`src/div_config.svh`:
```
`ifndef DIV_CONFIG_SVH
`define DIV_CONFIG_SVH

// Operand and quotient width in bits
`define DIV_WIDTH 32

// Operand register, one rank per quotient bit, quotient register
`define DIV_LATENCY (`DIV_WIDTH + 2)

`endif

```
`src/div_arith_pkg.sv`:
```
`default_nettype none

`include "div_config.svh"

package div_arith_pkg;

  // Unsigned word for operands, quotient and partial remainder
  typedef logic [`DIV_WIDTH-1:0] word_t;

  // State handed from one restoring step to the next
  typedef struct packed {
    word_t rem;
    word_t quo;
    word_t dsr;
  } div_step_t;

  // Operand pair accepted by the join
  typedef struct packed {
    word_t lhs;
    word_t rhs;
  } div_operands_t;

endpackage

`default_nettype wire

```
`src/div_pipeline.sv`:
```
`timescale 1ns/1ns
`default_nettype none

`include "div_config.svh"

module div_pipeline (
  input  logic                         clk,
  input  logic                         en,
  input  div_arith_pkg::div_operands_t operands,
  output div_arith_pkg::word_t         quotient
);

  // Operand register output
  div_arith_pkg::div_step_t first_step;

  // chain[0] feeds the first stage, chain[i+1] is the output of stage i
  div_arith_pkg::div_step_t chain [`DIV_WIDTH+1];

  div_arith_pkg::word_t quotient_q;

  // Operand rank
  // The dividend sits in quo and is shifted out from the top,
  // quotient bits enter from the bottom
  always_ff @(posedge clk) begin
    if (en) begin
      first_step.rem <= '0;
      first_step.quo <= operands.lhs;
      first_step.dsr <= operands.rhs;
    end
  end

  assign chain[0] = first_step;

  // One stage per quotient bit, MSB first
  generate
    for (genvar i = 0; i < `DIV_WIDTH; i++) begin : g_stage
      div_stage u_stage (
        .clk      (clk),
        .en       (en),
        .step_in  (chain[i]),
        .step_out (chain[i+1])
      );
    end
  endgenerate

  // Quotient rank
  // Holds while the output buffer stalls, staying aligned with result_valid
  always_ff @(posedge clk) begin
    if (en) begin
      quotient_q <= chain[`DIV_WIDTH].quo;
    end
  end

  assign quotient = quotient_q;

endmodule

`default_nettype wire

```
`src/div_stage.sv`:
```
`timescale 1ns/1ns
`default_nettype none

`include "div_config.svh"

module div_stage (
  input  logic                     clk,
  input  logic                     en,
  input  div_arith_pkg::div_step_t step_in,
  output div_arith_pkg::div_step_t step_out
);

  div_arith_pkg::word_t shifted;
  logic [`DIV_WIDTH:0]  diff;
  logic                 q_bit;

  // Next dividend bit into the partial remainder
  // The remainder top bit is always zero here, so nothing is lost
  assign shifted = {step_in.rem[`DIV_WIDTH-2:0], step_in.quo[`DIV_WIDTH-1]};

  // Trial subtract with one extra bit for the borrow
  assign diff = {1'b0, shifted} - {1'b0, step_in.dsr};

  // No borrow means the divisor fits
  assign q_bit = ~diff[`DIV_WIDTH];

  always_ff @(posedge clk) begin
    if (en) begin
      if (q_bit) begin
        step_out.rem <= diff[`DIV_WIDTH-1:0];
      end else begin
        // Restore
        step_out.rem <= shifted;
      end
      step_out.quo <= {step_in.quo[`DIV_WIDTH-2:0], q_bit};
      step_out.dsr <= step_in.dsr;
    end
  end

endmodule

`default_nettype wire

```
`config.mk`:
```
export PLATFORM = sky130hd
export DESIGN_NAME = div_pipeline
export DESIGN_NICKNAME = d
export VERILOG_FILES = /design/src/div_arith_pkg.sv /design/src/div_pipeline.sv /design/src/div_stage.sv
export VERILOG_INCLUDE_DIRS = /design/src
export SDC_FILE = /design/constraint.sdc
export NUM_CORES = 2
export LEC_CHECK = 0
export ABC_AREA = 0
export BUFFER_PORTS_ARGS = -buffer_cell sky130_fd_sc_hd__buf_2
export CAP_MARGIN = 20
export CORE_ASPECT_RATIO = 1.2
export CORE_UTILIZATION = 40
export CTS_CLUSTER_SIZE = 28
export DETAILED_ROUTE_END_ITERATION = 10
export GPL_TIMING_DRIVEN = 0
export PLACE_DENSITY_LB_ADDON = 0.3
export SLEW_MARGIN = 20
export SYNTH_ARGS = -nofsm -noshare
export SYNTH_HDL_FRONTEND = slang
export SYNTH_SLANG_ARGS = --single-unit
```
`constraint.sdc`:
```
create_clock -name clk -period 7.3 [get_ports clk]
set_input_delay 0.73 -clock clk [delete_from_list [all_inputs] [get_ports clk]]
set_output_delay 0.73 -clock clk [all_outputs]
set_load 0.005 [all_outputs]
```
==> impl_metrics.py <==
metrics = {
    "synthesis": {
        "ys_seq_area_frac": 0.608,
        "synth.distinct_cells": 98,
        "yosys_register_bits": 3073,
        "yosys_warnings": 0,
        "synthArstFlopShare": 0,
        "synth_edf_count": 3073,
        "synth.avg_cell_area_um2": 12.5,
        "syn_inst": 12135,
        "syn-cell-area_um2": 152000,
        "synth_top_flop_cell": "edfxtp_1",
    },
    "die": {
        "core_um2": 377000,
        "die_h_um": 677,
        "core.rowCount": 247,
        "dieArea_um2": 382000,
        "io_pins": 98,
        "die_x_um": 564,
        "initial_utilization": 0.402,
    },
    "setup_path": {
        "max_stage_delay_ns": 0.73,
        "r2r_cells": 13,
        "crit_path_start_kind": "flop",
        "end_kind": "flop",
        "crit_required_ns": 7.79,
        "path_max_fanout": 10,
        "ff2ff_setup_slack_ns": 1.80,
        "cpMaxStageDelayCell": "clkbuf_1",
        "critPathArrivalTime_ns": 5.99,
        "cp_cell_sequence": "inv_1, ha_1, fa_1, nor2b_1, o31ai_1, a211oi_1, nor3_1, a21oi_1, a21o_1, a21o_1, a31oi_1, clkbuf_1, inv_1",
        "criticalPathCategory": "reg2reg",
    },
    "sta": {
        "worst_slew_pin_slew_ns": 1.12,
        "fin_crit_sh": 0.754,
        "finalClockSkew_ns": 0.0916,
        "fin_crit_ns": 5.50,
        "relSlewSlack": 0.251,
        "max_freq_mhz": 182,
        "tns_ns": 0,
        "hold_viol_final": 0,
        "rsz0062_at_grt": "no",
        "setup_violations": 0,
        "hold_slack_ns": 0.377,
        "maxSlewViolCount": 0,
        "setup_ws_ns": 1.80,
    },
    "power": {
        "clockPowerShare": 0.231,
        "total_power_mw": 72.3,
        "peakVddDrop_mv": 0.231,
        "switching_share": 0.363,
        "power_frac_seq": 0.366,
        "p_int_mw": 46.0,
        "p_leak_nw": 68.2,
        "p_sw_mw": 26.3,
        "comb_power_share": 0.403,
        "cellPowerDensity_nw_per_um2": 423,
    },
    "clock_network": {
        "cts_tree": "yes",
        "cts-root-buf": "clkbuf_16",
        "path_clk_slew_ns": 0.06,
        "cts_buffers": 336,
        "cts_setup_buffers": 0,
        "ctsHoldBuffers": 64,
        "clock_latency_ns": 0.95,
        "clock_path_buffers": 4,
        "htree_levels": 5,
        "cts.sinks": 3073,
        "postCtsResizedCells": 0,
    },
    "route": {
        "drc": 0,
        "routed_wirelength_mm": 329,
        "first_iter_violations": 5015,
        "first_pass_iters": 7,
        "ant_nets": 0,
        "wl_per_cell_um": 18.3,
        "vias_per_cell": 5.14,
        "vias": 92222,
    },
    "global_route": {
        "grt_util_all_layers": 0.168,
        "grt_pass1_vias": 94763,
        "grt_pass1_wl_mm": 503,
        "overflow": 0,
        "grt_max_degree": 150,
        "antenna_found_initial": 7,
    },
    "placement": {
        "place_ws_ns": 1.42,
        "hpwl_mm": 249,
        "gp_congestion": 0.903,
        "post-place-cells": 17257,
        "place_area_um2": 159000,
        "port-buffer-count": 97,
    },
    "layout": {
        "final_cell_mix": "3073 x edfxtp_1, 1218 x inv_1, 993 x ha_1",
        "finalInstanceArea_um2": 171000,
        "final_common_cell": "edfxtp_1",
        "final_cells": 17948,
        "fin_util": 0.453,
        "drive_gt1_frac": 0.0794,
        "syn_to_final_growth_pct": 12.5,
        "nets": 13768,
    },
    "worst_hold_path": {
        "min_path_type": "reg2reg",
        "hold_depth": 0,
    },
    "status": {
        "outcome": "complete, no violations",
    },
    "run": {
        "drv_cap": 0,
    },
}
## per-layer routing
layer,routed length [um],share of wire,track usage
met5,24,0.000073,0
met4,20600,0.063,0.0983
met3,9590,0.029,0.0225
met2,191000,0.58,0.352
met1,107000,0.33,0.146
## cell type report
type | count | area, um2
plain buffers | 238 | 1060
repair buffers | 192 | 1880
well taps | 4980 | 6230
inverters | 1220 | 4580
fillers | 34025 | 207000
diodes | 24 | 60.1
multi-input cells | 7618 | 54000
clock buffers | 410 | 8790
flip-flops and latches | 3073 | 92300
clock inverters | 193 | 1930
## cell usage after synthesis (135+ instances only)
cell type	number	area (um2)
clkbuf_1	170	638
nand3_1	153	766
mux2_2	217	2440
nand2b_1	143	895
xor2_1	361	3160
ha_1	993	12400
nand2_1	845	3170
nor2_1	622	2330
xnor2_1	402	3520
a21o_1	374	2810
o21ai_0	786	3930
o21a_1	152	1140
inv_1	1218	4570
edfxtp_1	3073	92300
a21oi_1	978	4890
nor2b_1	135	845
## flip-flops by register name, summed over array words and instances, names as in the netlist
name / cells
chain: 64
g_stage.u_stage.step_out: 2977
quotient: 32
## final timing paths
path	start	endpoint
setup / recovery	g_stage[7].u_stage.step_out[63]$_DFFE_PP_	g_stage[8].u_stage.step_out[32]$_DFFE_PP_
hold / removal	g_stage[30].u_stage.step_out[38]$_DFFE_PP_	g_stage[31].u_stage.step_out[39]$_DFFE_PP_
setup reg to reg	g_stage[7].u_stage.step_out[63]$_DFFE_PP_	g_stage[8].u_stage.step_out[32]$_DFFE_PP_
hold reg to reg	g_stage[30].u_stage.step_out[38]$_DFFE_PP_	g_stage[31].u_stage.step_out[39]$_DFFE_PP_
## power by group through the flow
stage | clock (mW) | combinational [mW] | sequential (mW)
3_5_place_dp | 0 | 29.1 | 26.8
2_1_floorplan | 0 | 21.4 | 25.8
4_1_cts | 17.2 | 29.3 | 26.5
5_1_grt | 17.8 | 32.3 | 26.8
3_3_place_gp | 0 | 28.8 | 28.5
6_report | 16.7 | 29.1 | 26.4
## kinds of logic (layout without fill, tap and decap cells)
kind of cell,Yosys count,in the layout,share of synthesized area
buffers and inverters,1458,2253,0.0371
AOI/OAI and AO/OA,3153,3153,0.131
DFF,3073,3073,0.608
adders and majority gates,1023,1023,0.0858
xor gates and xnor gates,763,763,0.0440
and+or+nand+nor,2383,2383,0.0730
muxes,281,281,0.0212
other,1,39,0.0000247
## worst max-delay path: cells and delay by family, from the launching register on
kind	cells	cell delay, ns
AOI/OAI and AO/OA	6	1.90
and+or+nand+nor	2	0.49
adders and majority gates	2	0.85
buffers and inverters	3	1.39
DFF	1	0.41
Note: power is estimated with default switching activity, not from simulation.
