### src/div_config.svh
`ifndef DIV_CONFIG_SVH
`define DIV_CONFIG_SVH

// Operand and quotient width in bits
`define DIV_WIDTH 32

// Operand register, one rank per quotient bit, quotient register
`define DIV_LATENCY (`DIV_WIDTH + 2)

`endif

### src/valid_delay_line.sv
`timescale 1ns/1ns
`default_nettype none

`include "div_config.svh"

module valid_delay_line (
  input  logic clk,
  input  logic rst_n,
  input  logic en,
  input  logic lhs_valid,
  input  logic rhs_valid,
  output logic lhs_ready,
  output logic rhs_ready,
  output logic tail_valid
);

  // Output buffer adds the last rank of the latency
  localparam int unsigned DEPTH = `DIV_LATENCY - 1;

  logic             join_valid;
  logic [DEPTH-1:0] valid_sr;

  // Two-input join
  assign join_valid = lhs_valid & rhs_valid;

  // Each side waits for the other, and both stall with the pipeline
  assign lhs_ready = rhs_valid & en;
  assign rhs_ready = lhs_valid & en;

  // Token shift register, one rank per datapath rank
  // Bubbles are kept frozen along with tokens
  always_ff @(posedge clk) begin
    if (!rst_n) begin
      valid_sr <= '0;
    end else if (en) begin
      valid_sr <= {valid_sr[DEPTH-2:0], join_valid};
    end
  end

  // Marks a real quotient at the pipeline output
  assign tail_valid = valid_sr[DEPTH-1];

endmodule

`default_nettype wire
### config.mk
export PLATFORM = sky130hd
export DESIGN_NAME = valid_delay_line
export DESIGN_NICKNAME = d
export VERILOG_FILES = /design/src/valid_delay_line.sv
export VERILOG_INCLUDE_DIRS = /design/src
export SDC_FILE = /design/constraint.sdc
export NUM_CORES = 1
export LEC_CHECK = 0
export BUFFER_PORTS_ARGS = -buffer_cell sky130_fd_sc_hd__buf_2
export CAP_MARGIN = 0
export CORE_MARGIN = 4
export CORE_UTILIZATION = 30
export CTS_BUF_LIST = sky130_fd_sc_hd__clkbuf_16
export CTS_CLUSTER_SIZE = 12
export DETAILED_ROUTE_END_ITERATION = 10
export PLACE_DENSITY = 0.51
export SYNTH_ARGS = -nofsm -noshare
export SYNTH_HDL_FRONTEND = slang
export SYNTH_SLANG_ARGS = --single-unit
### constraint.sdc
create_clock -name clk -period 0.85 [get_ports clk]
set_input_delay 0.17 -clock clk [delete_from_list [all_inputs] [get_ports clk]]
set_output_delay 0.17 -clock clk [all_outputs]
set_load 0.03 [all_outputs]
==> results of run 1 <==
==> synthesized netlist by cell type <==
master / n / area share
dfxtp_1: 33 / 0.51
mux2i_1: 32 / 0.25
nor2b_1: 32 / 0.15
buf_12: 3 / 0.046
clkbuf_1: 3 / 0.0087
and2_1: 2 / 0.0097
buf_6: 1 / 0.0087
nand2_1: 1 / 0.0029
nand3b_1: 1 / 0.0058
nand4_1: 1 / 0.0048
==> final timing paths <==
kind,from,to,slack [ns],depth (start not counted)
min,rhs_valid,valid_sr[0],0.15,3
min reg2reg,valid_sr[0],valid_sr[0],0.48,2
max reg2reg,valid_sr[19],valid_sr[20],0.23,2
max,valid_sr[32],tail_valid,-0.04,1
==> layer usage <==
| metal | vias to the layer above | global-route usage | wire length [um] |
|---|---|---|---|
| met5 | - | 0 | 0 |
| met4 | 0 | 0.0423 | 17 |
| met3 | 2 | 0.0410 | 57 |
| met2 | 7 | 0.108 | 750 |
| met1 | 323 | 0.0844 | 950 |
| li1 | 382 | - | - |
==> report_power, final <==
part | internal [uW] | switching (uW) | leakage, uW
Combinational | 82.4 | 77.3 | 0.000276
Clock | 1050 | 575 | 0.0000687
Sequential | 1550 | 1.80 | 0.000266
==> per-stage QoR <==
| step | TNS, ns | worst slack [ns] | hold WS (ns) | instance area [um2] | std cells |
|---|---|---|---|---|---|
| 2_1_floorplan | 0 | 0.00435 | 0.298 | 1300 | 109 |
| 3_3_place_gp | -1.97 | -0.0807 | 0.432 | 1350 | 161 |
| 6_report | -0.0414 | -0.0414 | 0.154 | 1500 | 169 |
| 4_1_cts | -0.0548 | -0.0548 | 0.150 | 1500 | 169 |
| 3_5_place_dp | -2.89 | -0.135 | 0.433 | 1350 | 161 |
| 5_1_grt | -0.0712 | -0.0712 | 0.161 | 1500 | 169 |
==> kinds of logic (layout without fill, tap and decap cells) <==
family                 count (synthesis)  after routing
and+or+nand+nor                       37             37
DFF                                   33             33
muxes                                 32             32
buffers and inverters                  7             17
==> final cells by class <==
class	instances	area [um2]	share of cell area
clock buffer	5	125	0.0835
clock inverter	3	12.5	0.00835
sequential	33	662	0.442
multi-input combinational	69	553	0.369
tap	50	62.6	0.0417
timing repair buffer	9	83.8	0.0559
==> repair_timing <==
| action | 4_1_cts | 5_1_grt |
|---|---|---|
| resized for setup | 4 | 0 |
| endpoints found under the setup margin | 3 | 1 |
| setup buffers | 0 | 0 |
| hold buffers | 0 | 0 |
| pin swaps | 0 | 0 |
==> results_dict.tcl, run 1 <==
set metrics [dict create \
    fmax_ghz 1.12 \
    synth_mux_area_frac 0.248 \
    ir_drop_uv 1220 \
    path_clk_slew_ns 0.05 \
    synthAdderAreaFrac 0 \
    routedWlPerCell_um 10.5 \
    netlist_instances 109 \
    cp_slowest_cell "dfxtp_2" \
    cp_slowest_stage_delay_ns 0.33 \
    syn_avg_cell_area_um2 11.9 \
    synthSimpleGateAreaFrac 0.178 \
    routed_wirelength_um 1780 \
    fill_cells 413 \
    gp_congestion 0.678 \
    root_buffer "clkbuf_16" \
    yosys_warnings 0 \
    cp_max_fo 2 \
    via_per_inst 4.22 \
    antenna_found_initial 0 \
    grt_setup_unrepaired "yes" \
    synth_xor_area_frac 0 \
    layout_common_cells "mux2i_1, nor2b_1, dfxtp_1" \
    yosysSeqAreaShare 0.511 \
    core_area_um2 4090 \
    crit_required_ns 0.68 \
    dieArea_um2 5430 \
    numPortBuffers 7 \
    grt_pass1_vias 661 \
    worst_slack_ns -0.0414 \
    numCtsBuffers 5 \
    syn_to_final_growth_pct 15.9 \
    critPathBufInv 1 \
    p_per_area_nw_per_um2 2230 \
    p_leak_uw 0.000611 \
    drc 0 \
    place_hpwl_um 1130 \
    yosys_register_bits 33 \
    setup_viol 1 \
    fin_util 0.367 \
    tightestPinTransition_ns 0.449 \
    cap_violations 0 \
    cp-end-kind "output pin" \
    cts_sinks 33 \
    crit_family "flip-flops" \
    violations "negative setup slack" \
    die_y_um 73.7 \
    synth_nets 114 \
    start_util 0.317 \
    post-route-period-util 1.05 \
    drt-initial-drc-count 19 \
    pin_count 8 \
    clk_latency_ns 0.27 \
    synth_cell_types 10 \
    antenna_left 0 \
    cts_htree_levels 2 \
    slew_headroom 0.701 \
    cts_tree "done" \
    clockBufferDepth 2 \
    nets 123 \
    largest-register "valid_sr" \
    skew_ns 0.00364 \
    synth_top_family_by_area "multiplexers" \
    grt_use_total 0.0740 \
    crit_type "reg -> out" \
    drive_above_1_share 0.151 \
    startpoint_type "flop" \
    final_max_slew_viol_count 0 \
    synth_compound_area_frac 0 \
    largest_reg_flops 33 \
    num_rows 23 \
    min_period_ns 0.891 \
    grt_pass1_wl_um 2960 \
    largestRegisters "valid_sr x33" \
    grt_remaining_overflow 0 \
    syn_area_um2 1290 \
    dr.pass1.iters 4 \
    die_x_um 73.7 \
    grt_start_max_net_pins 35 \
    cp.arrival_ns 0.72 \
    hold_violations 0 \
    crit_path_cell_trace "buf_6" \
    run_status "complete, but fails checks" \
    diodes 0 \
    finalPower_uw 3340 \
    hold_class "in -> reg" \
    dr_total_vias 714 \
]
Power figures use the tool's default switching activity.
==> run 2, diff against run 1 <==
TNS_END_PERCENT = 1   (was not set)
==> run 2 against run 1 <==
Net effect:
- the run still ends with negative setup slack left
- first-iteration DRC count is 21% lower
- worst hold slack improved by 0.0077 ns
- clock power about the same
- total power up 1.4%
- cell area is 3.2% higher
- maximum frequency is 0.57% lower
- combinational power increased by 15%
- core utilization increased by 1.2 points
==> results_dict.tcl, run 2 (synthesis results as in run 1) <==
set metrics [dict create \
    run_status "complete, but fails checks" \
    violations "negative setup slack" \
    dr.pass1.iters 2 \
    clk_latency_ns 0.27 \
    final_cell_area_um2 1550 \
    rr_worst_depth 2 \
    nets 125 \
    crit_type "reg -> out" \
    cp.arrival_ns 0.73 \
    cts_htree_levels 2 \
    final_max_slew_viol_count 0 \
    drive_above_1_share 0.157 \
    die_y_um 73.7 \
    antenna_left 0 \
    skew_ns 0.00235 \
    layout_common_cells "mux2i_1, nor2b_1, dfxtp_1" \
    grt_pass1_vias 758 \
    drt-initial-drc-count 15 \
    via_per_inst 4.42 \
    post_cts_buffers 0 \
    p_leak_uw 0.000631 \
    post-route-period-util 1.05 \
    antenna_found_initial 0 \
    root_buffer "clkbuf_16" \
    grt_start_max_net_pins 19 \
    die_x_um 73.7 \
    drc 0 \
    largest-register "valid_sr" \
    setup_viol 1 \
    cts_tree "done" \
    crit_family "flip-flops" \
    cp_slowest_stage_delay_ns 0.33 \
    syn_to_final_growth_pct 19.5 \
    numPortBuffers 7 \
    fill_cells 423 \
    num_rows 23 \
    fmax_ghz 1.12 \
    path_clk_slew_ns 0.05 \
    p_per_area_nw_per_um2 2190 \
    crit_cells 1 \
    diodes 0 \
    cts_sinks 33 \
    hold_violations 0 \
    cp_max_fo 2 \
    tightestPinTransition_ns 0.136 \
    start_util 0.317 \
    routed_wirelength_um 1790 \
    crit_required_ns 0.68 \
    startpoint_type "flop" \
    grt_remaining_overflow 0 \
    worst_slack_ns -0.0466 \
    cap_violations 0 \
    largest_reg_flops 33 \
    ir_drop_uv 1210 \
    dr_total_vias 756 \
    crit_path_cell_trace "buf_6" \
    min_period_ns 0.897 \
    grt_pass1_wl_um 3210 \
    largestRegisters "valid_sr x33" \
    finalPower_uw 3390 \
    critPathBufInv 1 \
    place_hpwl_um 1200 \
    core_area_um2 4090 \
    setup_tns_ns -0.0466 \
    hold_class "in -> reg" \
    cp-end-kind "output pin" \
    pin_count 8 \
    worstHoldPathCells 3 \
    dpl-instance-area_um2 1390 \
    routedWlPerCell_um 10.5 \
    numCtsBuffers 5 \
    dieArea_um2 5430 \
    grt_use_total 0.0803 \
    gp_congestion 0.674 \
    cp_slowest_cell "dfxtp_2" \
    grt_setup_unrepaired "yes" \
    slew_headroom 0.907 \
    clockBufferDepth 2 \
]
-- run 2: cell type report --
type | instances | area, um2 | share of cell area
clock inverters | 3 | 12.5 | 0.00809
clock buffers | 5 | 125 | 0.0809
multi-input cells | 69 | 552 | 0.357
repair buffers | 11 | 133 | 0.0858
well taps | 50 | 62.6 | 0.0405
flip-flops and latches | 33 | 662 | 0.428
-- run 2: final timing paths --
check	endpoint	from	slack (ns)
setup reg to reg	valid_sr[1]	valid_sr[0]	0.23
hold reg to reg	valid_sr[0]	valid_sr[0]	0.48
hold / removal	valid_sr[0]	lhs_valid	0.16
setup / recovery	tail_valid	valid_sr[32]	-0.05
-- run 2: per-stage QoR --
stage,worst slack [ns],hold WS [ns],instances,utilization
6_report,-0.0466,0.161,171,0.378
4_1_cts,-0.0549,0.168,171,0.376
2_1_floorplan,-0.0613,0.298,109,-
5_1_grt,-0.0712,0.168,171,0.378
3_5_place_dp,-0.144,0.449,163,0.340
3_3_place_gp,-0.115,0.427,163,0.340
-- run 2: power breakdown --
group          internal [uW]  total [uW]  leakage, uW  switching [uW]
Combinational            104         184     0.000296            80.1
Clock                   1060        1650    0.0000687             596
Sequential              1550        1550     0.000266            1.66
Total                   2710        3390     0.000631             678
-- run 2: repair_timing --
action | in CTS | in global routing
setup endpoints to repair | 3 | 3
cloned | 0 | 0
pin swaps | 0 | 0
resized for setup | 4 | 4
hold buffers | 0 | 0
-- run 2: worst register-to-register path: cells and delay by family (launching register included) --
kind	cells	cell delay (ns)
DFF	1	0.30
muxes	1	0.14
and+or+nand+nor	1	0.06
-- run 2: routing by layer --
layer  global-route usage  up-vias  part of all wire
met5                    0        -                 0
met4               0.0423        0             0.018
met3               0.0506        4             0.044
met2                0.129       12              0.49
met1               0.0796      358              0.45
li1                     -      382                 -
